==> config.mk <==
export PLATFORM = sky130hd
export DESIGN_NAME = lumi_tx
export DESIGN_NICKNAME = d
export VERILOG_FILES = /design/src/logic/umi_pkg.sv /design/src/logic/lumi_pkg.sv /design/src/logic/lumi_chan_if.sv /design/src/logic/lumi_chan_gate.sv /design/src/logic/lumi_serializer.sv /design/src/logic/lumi_tx.sv
export SDC_FILE = /design/constraint.sdc
export NUM_CORES = 2
export LEC_CHECK = 0
export ABC_AREA = 1
export BUFFER_PORTS_ARGS = -buffer_cell sky130_fd_sc_hd__clkbuf_2
export CORE_UTILIZATION = 40
export CTS_BUF_LIST = sky130_fd_sc_hd__clkbuf_2 sky130_fd_sc_hd__clkbuf_4 sky130_fd_sc_hd__clkbuf_8
export CTS_CLUSTER_DIAMETER = 150
export DETAILED_ROUTE_END_ITERATION = 10
export GPL_TIMING_DRIVEN = 0
export PLACE_DENSITY = 0.72
export REMOVE_ABC_BUFFERS = 1
export SLEW_MARGIN = 20
export SYNTH_ARGS = -nofsm -noshare
export SYNTH_HDL_FRONTEND = slang
export SYNTH_SLANG_ARGS = --single-unit
==> constraint.sdc <==
create_clock -name clk -period 20.9 [get_ports clk]
set_input_delay 4.18 -clock clk [delete_from_list [all_inputs] [get_ports clk]]
set_output_delay 4.18 -clock clk [all_outputs]
set_load 0.02 [all_outputs]
==> src/logic/umi_pkg.sv <==
/*
 * UMI command word layout and opcode values.
 * Only the opcode, size and len fields are decoded on the transmit side.
 * Opcodes that are not listed here are sent as packets carrying data.
 */

package umi_pkg;

   // Packet field widths
   localparam int CW = 32;                  // Command word
   localparam int AW = 64;                  // Address
   localparam int DW = 128;                 // Data payload

   // Command fields, each given as bit position and width
   localparam int OPCODE_LSB = 0;
   localparam int OPCODE_W   = 5;
   localparam int SIZE_LSB   = 5;           // log2 of word size
   localparam int SIZE_W     = 3;
   localparam int LEN_LSB    = 8;           // Words minus one
   localparam int LEN_W      = 8;

   // ##########################################################################
   // Opcodes
   // ##########################################################################
   localparam logic [OPCODE_W-1:0] OP_INVALID    = 5'd0;
   localparam logic [OPCODE_W-1:0] OP_REQ_READ   = 5'd1;
   localparam logic [OPCODE_W-1:0] OP_RESP_READ  = 5'd2;
   localparam logic [OPCODE_W-1:0] OP_REQ_WRITE  = 5'd3;
   localparam logic [OPCODE_W-1:0] OP_RESP_WRITE = 5'd4;
   localparam logic [OPCODE_W-1:0] OP_REQ_POSTED = 5'd5;
   localparam logic [OPCODE_W-1:0] OP_REQ_RDMA   = 5'd6;
   localparam logic [OPCODE_W-1:0] OP_REQ_ERROR  = 5'd8;
   localparam logic [OPCODE_W-1:0] OP_REQ_ATOMIC = 5'd9;
   localparam logic [OPCODE_W-1:0] OP_REQ_LINK   = 5'd15;

   // How much of the packet goes on the wire
   typedef enum logic [1:0] {
      CMD_ONLY,                             // Command word alone
      NO_DATA,                              // Command plus both addresses
      WITH_DATA                             // Header plus data bytes
   } len_class_t;

endpackage

==> src/logic/lumi_pkg.sv <==
/*
 * Link layer constants for the transmitter.
 * The frame is the full UMI packet, cmd in the low bytes.
 * HDR_BYTES plus DATA_BYTES has to equal FRAME_BYTES.
 */

package lumi_pkg;

   // PHY side
   localparam int IOW    = 64;              // PHY data word
   localparam int RATE_W = 2;               // csr_iowidth, 1 to 8 bytes per beat

   // Frame layout in bytes
   localparam int FRAME_BYTES = (umi_pkg::CW + 2*umi_pkg::AW + umi_pkg::DW)/8;
   localparam int CMD_BYTES   = umi_pkg::CW/8;
   localparam int HDR_BYTES   = (umi_pkg::CW + 2*umi_pkg::AW)/8;  // cmd, dstaddr, srcaddr
   localparam int DATA_BYTES  = umi_pkg::DW/8;

   // Counter widths
   localparam int CRDT_W  = 16;             // Credits are counted in beats
   localparam int BYTES_W = 12;             // Packet byte count

endpackage

==> src/logic/lumi_chan_if.sv <==
/*
 * Link between one channel gate and the serializer.
 * take and beat are single cycle strobes from the serializer.
 */

`timescale 1ns/1ps

interface lumi_chan_if import lumi_pkg::*; ();

   logic                   eligible;        // Valid and credit check passed
   logic [FRAME_BYTES-1:0] start_mask;      // Byte valid mask, cmd byte 0 at bit 0
   logic                   take;            // Packet captured this cycle
   logic                   beat;            // One beat of this channel sent

   modport gate (
      output eligible,
      output start_mask,
      input  take,
      input  beat
   );

   modport serializer (
      input  eligible,
      input  start_mask,
      output take,
      output beat
   );

endinterface

==> src/logic/lumi_chan_gate.sv <==
/*
 * Length decode and credit gate for one UMI channel.
 * Credits are counted in beats at the current csr_iowidth rate, so the
 * rate must not change while packets are in flight.
 * Data beyond DATA_BYTES is dropped by the mask but still counted in need.
 */

`timescale 1ns/1ps

module lumi_chan_gate import umi_pkg::*, lumi_pkg::*;
(
   input  logic              clk,
   input  logic              nreset,
   input  logic              csr_en,          // Link enable, clears sent count
   input  logic              csr_crdt_en,     // 0 = infinite credit
   input  logic [RATE_W-1:0] csr_iowidth,
   input  logic              in_valid,
   input  logic [CW-1:0]     in_cmd,
   input  logic [CRDT_W-1:0] rmt_crdt,        // Credits granted by remote side
   input  logic [1:0]        rmt_crdt_init,   // Remote still initialising
   output logic [15:0]       stall_count,     // Cycles blocked on credit
   lumi_chan_if.gate         chan
);

   logic [OPCODE_W-1:0]    opcode;
   logic [SIZE_W-1:0]      size;
   logic [LEN_W-1:0]       len;
   len_class_t             len_class;
   logic [BYTES_W-1:0]     data_bytes;
   logic [BYTES_W-1:0]     pkt_bytes;
   logic [DATA_BYTES-1:0]  data_mask;
   logic [FRAME_BYTES-1:0] start_mask;
   logic [BYTES_W-1:0]     pkt_lines;
   logic                   pkt_rem;
   logic [CRDT_W-1:0]      need;
   logic [CRDT_W-1:0]      avail;
   logic [CRDT_W-1:0]      sent;
   logic                   crdt_ok;

   // ##########################################################################
   // Length decode
   // ##########################################################################
   assign opcode = in_cmd[OPCODE_LSB +: OPCODE_W];
   assign size   = in_cmd[SIZE_LSB +: SIZE_W];
   assign len    = in_cmd[LEN_LSB +: LEN_W];

   always_comb
   begin
      case (opcode)
         OP_INVALID, OP_REQ_LINK:                           len_class = CMD_ONLY;
         OP_REQ_READ, OP_REQ_RDMA, OP_REQ_ERROR, OP_RESP_WRITE: len_class = NO_DATA;
         OP_RESP_READ, OP_REQ_WRITE, OP_REQ_POSTED, OP_REQ_ATOMIC:
            len_class = WITH_DATA;
         default:                                           len_class = WITH_DATA;
      endcase
   end

   // (len+1) words of 2^size bytes
   assign data_bytes = (BYTES_W'(len) + BYTES_W'(1)) << size;
   assign data_mask  = ~({DATA_BYTES{1'b1}} << data_bytes);  // All ones once >= 16

   always_comb
   begin
      case (len_class)
         CMD_ONLY:
         begin
            pkt_bytes  = BYTES_W'(CMD_BYTES);
            start_mask = FRAME_BYTES'({CMD_BYTES{1'b1}});
         end
         NO_DATA:
         begin
            pkt_bytes  = BYTES_W'(HDR_BYTES);
            start_mask = FRAME_BYTES'({HDR_BYTES{1'b1}});
         end
         default:
         begin
            pkt_bytes  = BYTES_W'(HDR_BYTES) + data_bytes;
            start_mask = {data_mask, {HDR_BYTES{1'b1}}};   // Data sits above header
         end
      endcase
   end

   assign chan.start_mask = start_mask;

   // ##########################################################################
   // Credit check
   // ##########################################################################
   // Beats needed, rounded up
   assign pkt_lines = pkt_bytes >> csr_iowidth;
   assign pkt_rem   = |(pkt_bytes & ~({BYTES_W{1'b1}} << csr_iowidth));
   assign need      = CRDT_W'(pkt_lines) + CRDT_W'(pkt_rem);

   // Beat leaving this cycle is already spent
   assign avail = rmt_crdt - sent - CRDT_W'(chan.beat);

   assign crdt_ok = !csr_crdt_en || ((rmt_crdt_init == 2'b00) && (avail >= need));

   assign chan.eligible = in_valid & crdt_ok;

   // Beats sent on this channel
   always_ff @(posedge clk or negedge nreset)
   begin
      if (!nreset)
         sent <= '0;
      else if (!csr_en)
         sent <= '0;
      else if (chan.beat)
         sent <= sent + 1'b1;
   end

   // No-credit cycles, wraps at 16 bits
   always_ff @(posedge clk or negedge nreset)
   begin
      if (!nreset)
         stall_count <= '0;
      else if (in_valid && !crdt_ok)
         stall_count <= stall_count + 1'b1;
   end

endmodule

==> src/logic/lumi_serializer.sv <==
/*
 * Picks one channel, captures its packet and shifts it out LSB byte first.
 * Response wins over request. A new packet is taken on the last beat.
 * phy_txdata is undefined until the first frame has been captured.
 */

`timescale 1ns/1ps

module lumi_serializer import umi_pkg::*, lumi_pkg::*;
(
   input  logic              clk,
   input  logic              nreset,
   input  logic              csr_en,
   input  logic              phy_txrdy,      // PHY accepts a word this cycle
   input  logic [RATE_W-1:0] csr_iowidth,    // log2 bytes per beat
   lumi_chan_if.serializer   req,
   lumi_chan_if.serializer   resp,
   input  logic [CW-1:0]     req_cmd,
   input  logic [CW-1:0]     resp_cmd,
   input  logic [AW-1:0]     req_dstaddr,
   input  logic [AW-1:0]     req_srcaddr,
   input  logic [AW-1:0]     resp_dstaddr,
   input  logic [AW-1:0]     resp_srcaddr,
   input  logic [DW-1:0]     req_data,
   input  logic [DW-1:0]     resp_data,
   output logic [IOW-1:0]    phy_txdata,
   output logic              phy_txvld
);

   logic [3:0]               byterate;       // 1, 2, 4 or 8
   logic [FRAME_BYTES*8-1:0] frame;
   logic [FRAME_BYTES*8-1:0] frame_in;
   logic [FRAME_BYTES-1:0]   mask;
   logic [FRAME_BYTES-1:0]   mask_in;
   logic [FRAME_BYTES-1:0]   mask_next;
   logic [1:0]               frame_type;     // {resp, req}
   logic                     idle;
   logic                     last_beat;
   logic                     capture;
   logic                     take_req;
   logic                     take_resp;
   logic                     shift_en;

   assign byterate  = 4'd1 << csr_iowidth;
   assign mask_next = mask >> byterate;

   // ##########################################################################
   // Arbitration
   // ##########################################################################
   assign idle      = ~|mask;
   assign last_beat = phy_txvld & ~|mask_next;   // Remaining bytes fit this beat

   assign capture = csr_en & phy_txrdy & (idle | last_beat) &
                    (req.eligible | resp.eligible);

   assign take_resp = capture & resp.eligible;
   assign take_req  = capture & req.eligible & ~resp.eligible;

   assign resp.take = take_resp;
   assign req.take  = take_req;

   // Winner's packet, data on top
   assign frame_in = take_resp ? {resp_data, resp_srcaddr, resp_dstaddr, resp_cmd} :
                                 {req_data, req_srcaddr, req_dstaddr, req_cmd};
   assign mask_in  = take_resp ? resp.start_mask : req.start_mask;

   // ##########################################################################
   // Shift register
   // ##########################################################################
   assign shift_en = phy_txvld & phy_txrdy;

   // Beats are charged to the frame currently on the wire
   assign req.beat  = shift_en & frame_type[0];
   assign resp.beat = shift_en & frame_type[1];

   always_ff @(posedge clk)
   begin
      if (capture)
         frame <= frame_in;
      else if (shift_en)
         frame <= frame >> {byterate, 3'b000};    // Bytes to bits
   end

   // Mask only empties by shifting out
   always_ff @(posedge clk or negedge nreset)
   begin
      if (!nreset)
         mask <= '0;
      else if (capture)
         mask <= mask_in;
      else if (phy_txrdy)
         mask <= mask_next;
   end

   always_ff @(posedge clk or negedge nreset)
   begin
      if (!nreset)
         frame_type <= 2'b00;
      else if (capture)
         frame_type <= {take_resp, take_req};
   end

   // Data and valid hold while phy_txrdy is low
   assign phy_txdata = frame[IOW-1:0];
   assign phy_txvld  = |mask;

endmodule

==> src/logic/lumi_tx.sv <==
/*
 * LUMI link transmitter, two UMI channels onto one PHY word.
 * Single clock. phy_txrdy comes straight from the PHY.
 * ready outputs are combinational from valid and the credit state.
 */

`timescale 1ns/1ps

module lumi_tx import umi_pkg::*, lumi_pkg::*;
(
   input  logic              clk,
   input  logic              nreset,
   // Control
   input  logic              csr_en,             // 1 = link enabled
   input  logic              csr_crdt_en,        // 1 = honour remote credits
   input  logic [RATE_W-1:0] csr_iowidth,        // log2 bytes per beat
   // Request channel
   input  logic              umi_req_in_valid,
   input  logic [CW-1:0]     umi_req_in_cmd,
   input  logic [AW-1:0]     umi_req_in_dstaddr,
   input  logic [AW-1:0]     umi_req_in_srcaddr,
   input  logic [DW-1:0]     umi_req_in_data,
   output logic              umi_req_in_ready,
   // Response channel
   input  logic              umi_resp_in_valid,
   input  logic [CW-1:0]     umi_resp_in_cmd,
   input  logic [AW-1:0]     umi_resp_in_dstaddr,
   input  logic [AW-1:0]     umi_resp_in_srcaddr,
   input  logic [DW-1:0]     umi_resp_in_data,
   output logic              umi_resp_in_ready,
   // Credits from the remote receiver
   input  logic [CRDT_W-1:0] rmt_crdt_req,
   input  logic [CRDT_W-1:0] rmt_crdt_resp,
   input  logic [1:0]        rmt_crdt_init,
   output logic [31:0]       csr_crdt_status,    // {resp stalls, req stalls}
   // PHY
   input  logic              phy_txrdy,
   output logic [IOW-1:0]    phy_txdata,
   output logic              phy_txvld
);

   logic [15:0] req_stall;
   logic [15:0] resp_stall;

   lumi_chan_if req_if ();
   lumi_chan_if resp_if ();

   // ##########################################################################
   // Channel gates
   // ##########################################################################
   lumi_chan_gate gate_req (
      .clk           (clk),
      .nreset        (nreset),
      .csr_en        (csr_en),
      .csr_crdt_en   (csr_crdt_en),
      .csr_iowidth   (csr_iowidth),
      .in_valid      (umi_req_in_valid),
      .in_cmd        (umi_req_in_cmd),
      .rmt_crdt      (rmt_crdt_req),
      .rmt_crdt_init (rmt_crdt_init),
      .stall_count   (req_stall),
      .chan          (req_if.gate)
   );

   lumi_chan_gate gate_resp (
      .clk           (clk),
      .nreset        (nreset),
      .csr_en        (csr_en),
      .csr_crdt_en   (csr_crdt_en),
      .csr_iowidth   (csr_iowidth),
      .in_valid      (umi_resp_in_valid),
      .in_cmd        (umi_resp_in_cmd),
      .rmt_crdt      (rmt_crdt_resp),
      .rmt_crdt_init (rmt_crdt_init),
      .stall_count   (resp_stall),
      .chan          (resp_if.gate)
   );

   // ##########################################################################
   // Serializer
   // ##########################################################################
   lumi_serializer ser0 (
      .clk          (clk),
      .nreset       (nreset),
      .csr_en       (csr_en),
      .phy_txrdy    (phy_txrdy),
      .csr_iowidth  (csr_iowidth),
      .req          (req_if.serializer),
      .resp         (resp_if.serializer),
      .req_cmd      (umi_req_in_cmd),
      .resp_cmd     (umi_resp_in_cmd),
      .req_dstaddr  (umi_req_in_dstaddr),
      .req_srcaddr  (umi_req_in_srcaddr),
      .resp_dstaddr (umi_resp_in_dstaddr),
      .resp_srcaddr (umi_resp_in_srcaddr),
      .req_data     (umi_req_in_data),
      .resp_data    (umi_resp_in_data),
      .phy_txdata   (phy_txdata),
      .phy_txvld    (phy_txvld)
   );

   // UMI transfer happens on the capture pulse
   assign umi_req_in_ready  = req_if.take;
   assign umi_resp_in_ready = resp_if.take;

   assign csr_crdt_status = {resp_stall, req_stall};

endmodule

==> metrics.md <==
| Metric | Value |
|---|---|
| Pleak | 20.59 nW |
| Mean Syn Cell Area | 6.217 um2 |
| Starting Density | 40.64% |
| Final core utilization | 47.35% |
| Detail Route Antenna Nets | 0 |
| Total core area | 94,030 um2 |
| Pwr Density | 63.86 nW/um2 |
| Num Clock Sinks | 390 |
| Top_reg_cell synth | edfxtp_1 |
| Hold/Removal Path Class | flop to flop |
| Synthesized area | 38,210 um2 |
| CP required | 16.72 ns |
| End of the worst register-to-register path | ser0.frame[258] |
| Crit-path slowest cell | clkinv_1 |
| Root Buffer | clkbuf_8 |
| Critical path class | primary input to output pin |
| Clock-pin slew on the worst setup and hold paths | 0.07 ns |
| CP delay by family, top | buffers and inverters |
| CP bufs+invs | 9 |
| First-pass GRT wire length | 240.2 mm |
| Maxcap violations | 0 |
| Synth Area in Compound Gates | 21.07% |
| Mapped Cells | 6,146 |
| Synth Area in Adders | 3.419% |
| First drt pass iteration count | 8 |
| Largest net degree at the start of global routing | 154 |
| Final setup violation count | 0 |
| Max H-tree Level | 3 |
| Max IR drop VDD | 0.04466 mV |
| Layout cells sized above 1 | 14.68% |
| Slowest stage delay, CP | 0.89 ns |
| Fmax | 0.06044 GHz |
| Crit path max fanout | 139 |
| Final Wtd Congestion | 0.9657 |
| CTS max path bufs | 3 |
| GRT Util Overall | 31.64% |
| Seq/Total Area, Yosys | 29.31% |
| Chip width | 311.1 um |
| Fin crit share | 79.17% |
| EDFF count, synth | 288 |
| Worst setup margin | 4.354 ns |
| P&R area growth vs syn | 16.52% |
| Clk Latency, worst-skew pair | 0.76 ns |
| Vias/cell | 5.736 |
| Simple logic cell fraction of the synthesized area | 33.97% |
| Startpoint Class | primary input |
| Worst-Margin Slew | 1.150 ns |
| Reg-to-reg critical path startpoint | ser0.mask[23] |
| Largest family of logic cells by synthesized area | simple AND/OR/NAND/NOR gates |
| Yosys cell types | 54 |
| Post-DR wirelength/cell | 20.28 um |
| Die Ht | 311.1 um |
| Cells on worst reg2reg path | 34 |
| Unrepaired setup endpoints after global routing | no |
| Number of buffers created by CTS | 83 |
| Hold path endpoint | gate_req.stall_count[15] |
| DRC viols | 0 |
| DP Worst Slack | 3.915 ns |
| Final Hold Fails | 0 |
| Vias | 45,080 |
| Number of synthesized register bits | 390 |
| Hold buffer count at cts | 0 |
| Max_slew headroom | 22.50% |
| Hold wc startpoint | gate_req.stall_count[15] |
| Synth Warn # | 0 |
| FILL cells | 9,686 |
| Critical path arrival | 12.37 ns |
| Grt total ovfl | 0 |
| DP HPWL | 117.4 mm |
| Number of global-route vias before repair | 41,550 |
| Boundary Pins | 718 |
| Ys async rst share | 26.15% |
| Nets | 7,236 |
| Initial DRC count | 4,884 |
| Setup Buffers After CTS | 0 |
| Status | finished, final reports clean |
| Cell mode on critical path | nand2_1 |
| Port bufs | 717 |
| Final Max Slew Viols | 0 |
| Max Clock Skew | 0.04612 ns |
| XOR/XNOR Fraction of Synth Area | 1.536% |
| FP Rows | 112 |
| Setup slack, reg-to-reg | 12.28 ns |
| Post-CTS Resized | 0 |
| Initial antenna violation count | 39 |
| Mux cell area share after synthesis | 0.6811% |
| Final worst path period need | 16.55 ns |
| Hold Crit Depth | 1 |
| Final wirelength | 159.4 mm |
| CTS tree | built |
| Die area | 96,760 um2 |
| Critical path endpoint category | output pin |
[how the worst max path moves through the flow]
| stage | from | end | slack (ns) | cells after the start |
|---|---|---|---|---|
| after floorplan | csr_iowidth[0] | ser0.frame[100] | -6.48 | 17 |
| after global placement | csr_iowidth[1] | ser0.frame[14] | -28.46 | 16 |
| after detailed placement | csr_iowidth[0] | umi_req_in_ready | 3.92 | 31 |
| after CTS | csr_iowidth[0] | umi_req_in_ready | 3.88 | 31 |
| after global routing | csr_iowidth[0] | umi_req_in_ready | 3.51 | 32 |
| final | csr_iowidth[0] | umi_req_in_ready | 4.35 | 31 |
[sequential cells by signal, summed over array words and instances (netlist names)]
signal	count
gate_resp.sent	16
gate_resp.stall_count	16
ser0.frame	288
ser0.mask	36
ser0.frame_type	2
gate_req.stall_count	16
gate_req.sent	16
[Yosys cell counts (26+ instances only)]
cell type | count | area share [%]
nor3_1 | 29 | 0.38
o21ai_0 | 993 | 13
o21ai_1 | 102 | 1.3
nand3_1 | 632 | 8.3
xnor2_1 | 28 | 0.64
xor2_1 | 39 | 0.89
o22ai_1 | 134 | 2.2
buf_2 | 84 | 1.1
a21oi_1 | 163 | 2.1
buf_1 | 72 | 0.71
clkbuf_1 | 251 | 2.5
mux2i_1 | 26 | 0.68
inv_1 | 394 | 3.9
ha_1 | 98 | 3.2
nor2_1 | 652 | 6.4
dfrtp_1 | 102 | 6.7
edfxtp_1 | 288 | 23
nand4_1 | 40 | 0.65
buf_4 | 71 | 1.4
nand2_1 | 1732 | 17
[cell usage in the layout (no fill, tap or decap), types with 17 or more instances in the layout]
cell type and count:
nand2_1 1730, o21ai_0 992, clkbuf_2 715, nor2_1 651, nand3_1 631, inv_1 392, edfxtp_1 288, a21oi_1 162
o22ai_1 134, dfrtp_1 102, o21ai_1 101, ha_1 94, clkbuf_8 92, buf_16 41, nand4_1 40, xor2_1 39
nor3_1 29, xnor2_1 28, clkbuf_4 28, diode_2 26, mux2i_1 26, o211ai_1 21, and2_1 18, clkinv_1 17
a31oi_1 17
[kinds of logic (layout without fill, tap and decap cells)]
group / count (synthesis) / after routing
compound gates: 1513 / 1513
buf+inv: 896 / 1330
other cells: 0 / 26
simple gates: 3152 / 3152
flops: 390 / 390
xor+xnor: 67 / 67
mux: 26 / 26
fa+ha+maj: 102 / 102
[worst register-to-register path: cells and delay by family, from the launching register on]
kind | cells | cell delay, ns
xor gates and xnor gates | 1 | 0.10
AOI/OAI and AO/OA | 4 | 0.59
buffers and inverters | 6 | 1.48
adders and majority gates | 3 | 1.12
and+or+nand+nor | 20 | 4.59
DFF | 1 | 0.37
[routing by layer]
layer | global-route usage (%) | part of all wire (%) | up-vias
met2 | 49.68 | 44 | 2526
met1 | 40.71 | 40 | 20620
met3 | 7.191 | 10 | 472
li1 | - | - | 21440
met4 | 15.82 | 5.2 | 26
met5 | 0 | 0.12 | -
[per-stage QoR]
step	cells	TNS [ns]	instance area [um2]	hold WS (ns)	total power, mW
4_1_cts	7834	0	44450	0.4749	2.842
3_3_place_gp	7628	-	41070	0.4565	1.919
5_1_grt	7852	0	44500	0.4821	2.990
2_1_floorplan	5657	-3004.11	35910	0.4645	1.583
3_5_place_dp	7684	0	42650	0.4577	1.891
6_report	7860	0	44520	0.4733	2.843
[layout make-up]
| type | count | area (um2) | share of cell area (%) |
|---|---|---|---|
| Timing Repair Buffer | 773 | 5019 | 11.27 |
| Clock buffer | 118 | 1455 | 3.268 |
| Tap cell | 1254 | 1569 | 3.524 |
| Inverter | 407 | 1574 | 3.535 |
| Sequential cell | 390 | 11200 | 25.16 |
| Antenna cell | 26 | 65.06 | 0.1461 |
| Multi-Input combinational cell | 4860 | 23300 | 52.33 |
| Clock inverter | 32 | 342.8 | 0.7700 |
[where the power goes]
| group | switching (mW) | leakage [nW] | total (mW) | internal (mW) |
|---|---|---|---|---|
| Combinational | 0.577 | 15.5 | 0.882 | 0.305 |
| Clock | 0.411 | 0.940 | 0.945 | 0.535 |
| Sequential | 0.0741 | 4.13 | 1.02 | 0.942 |
Power figures use the tool's default switching activity.
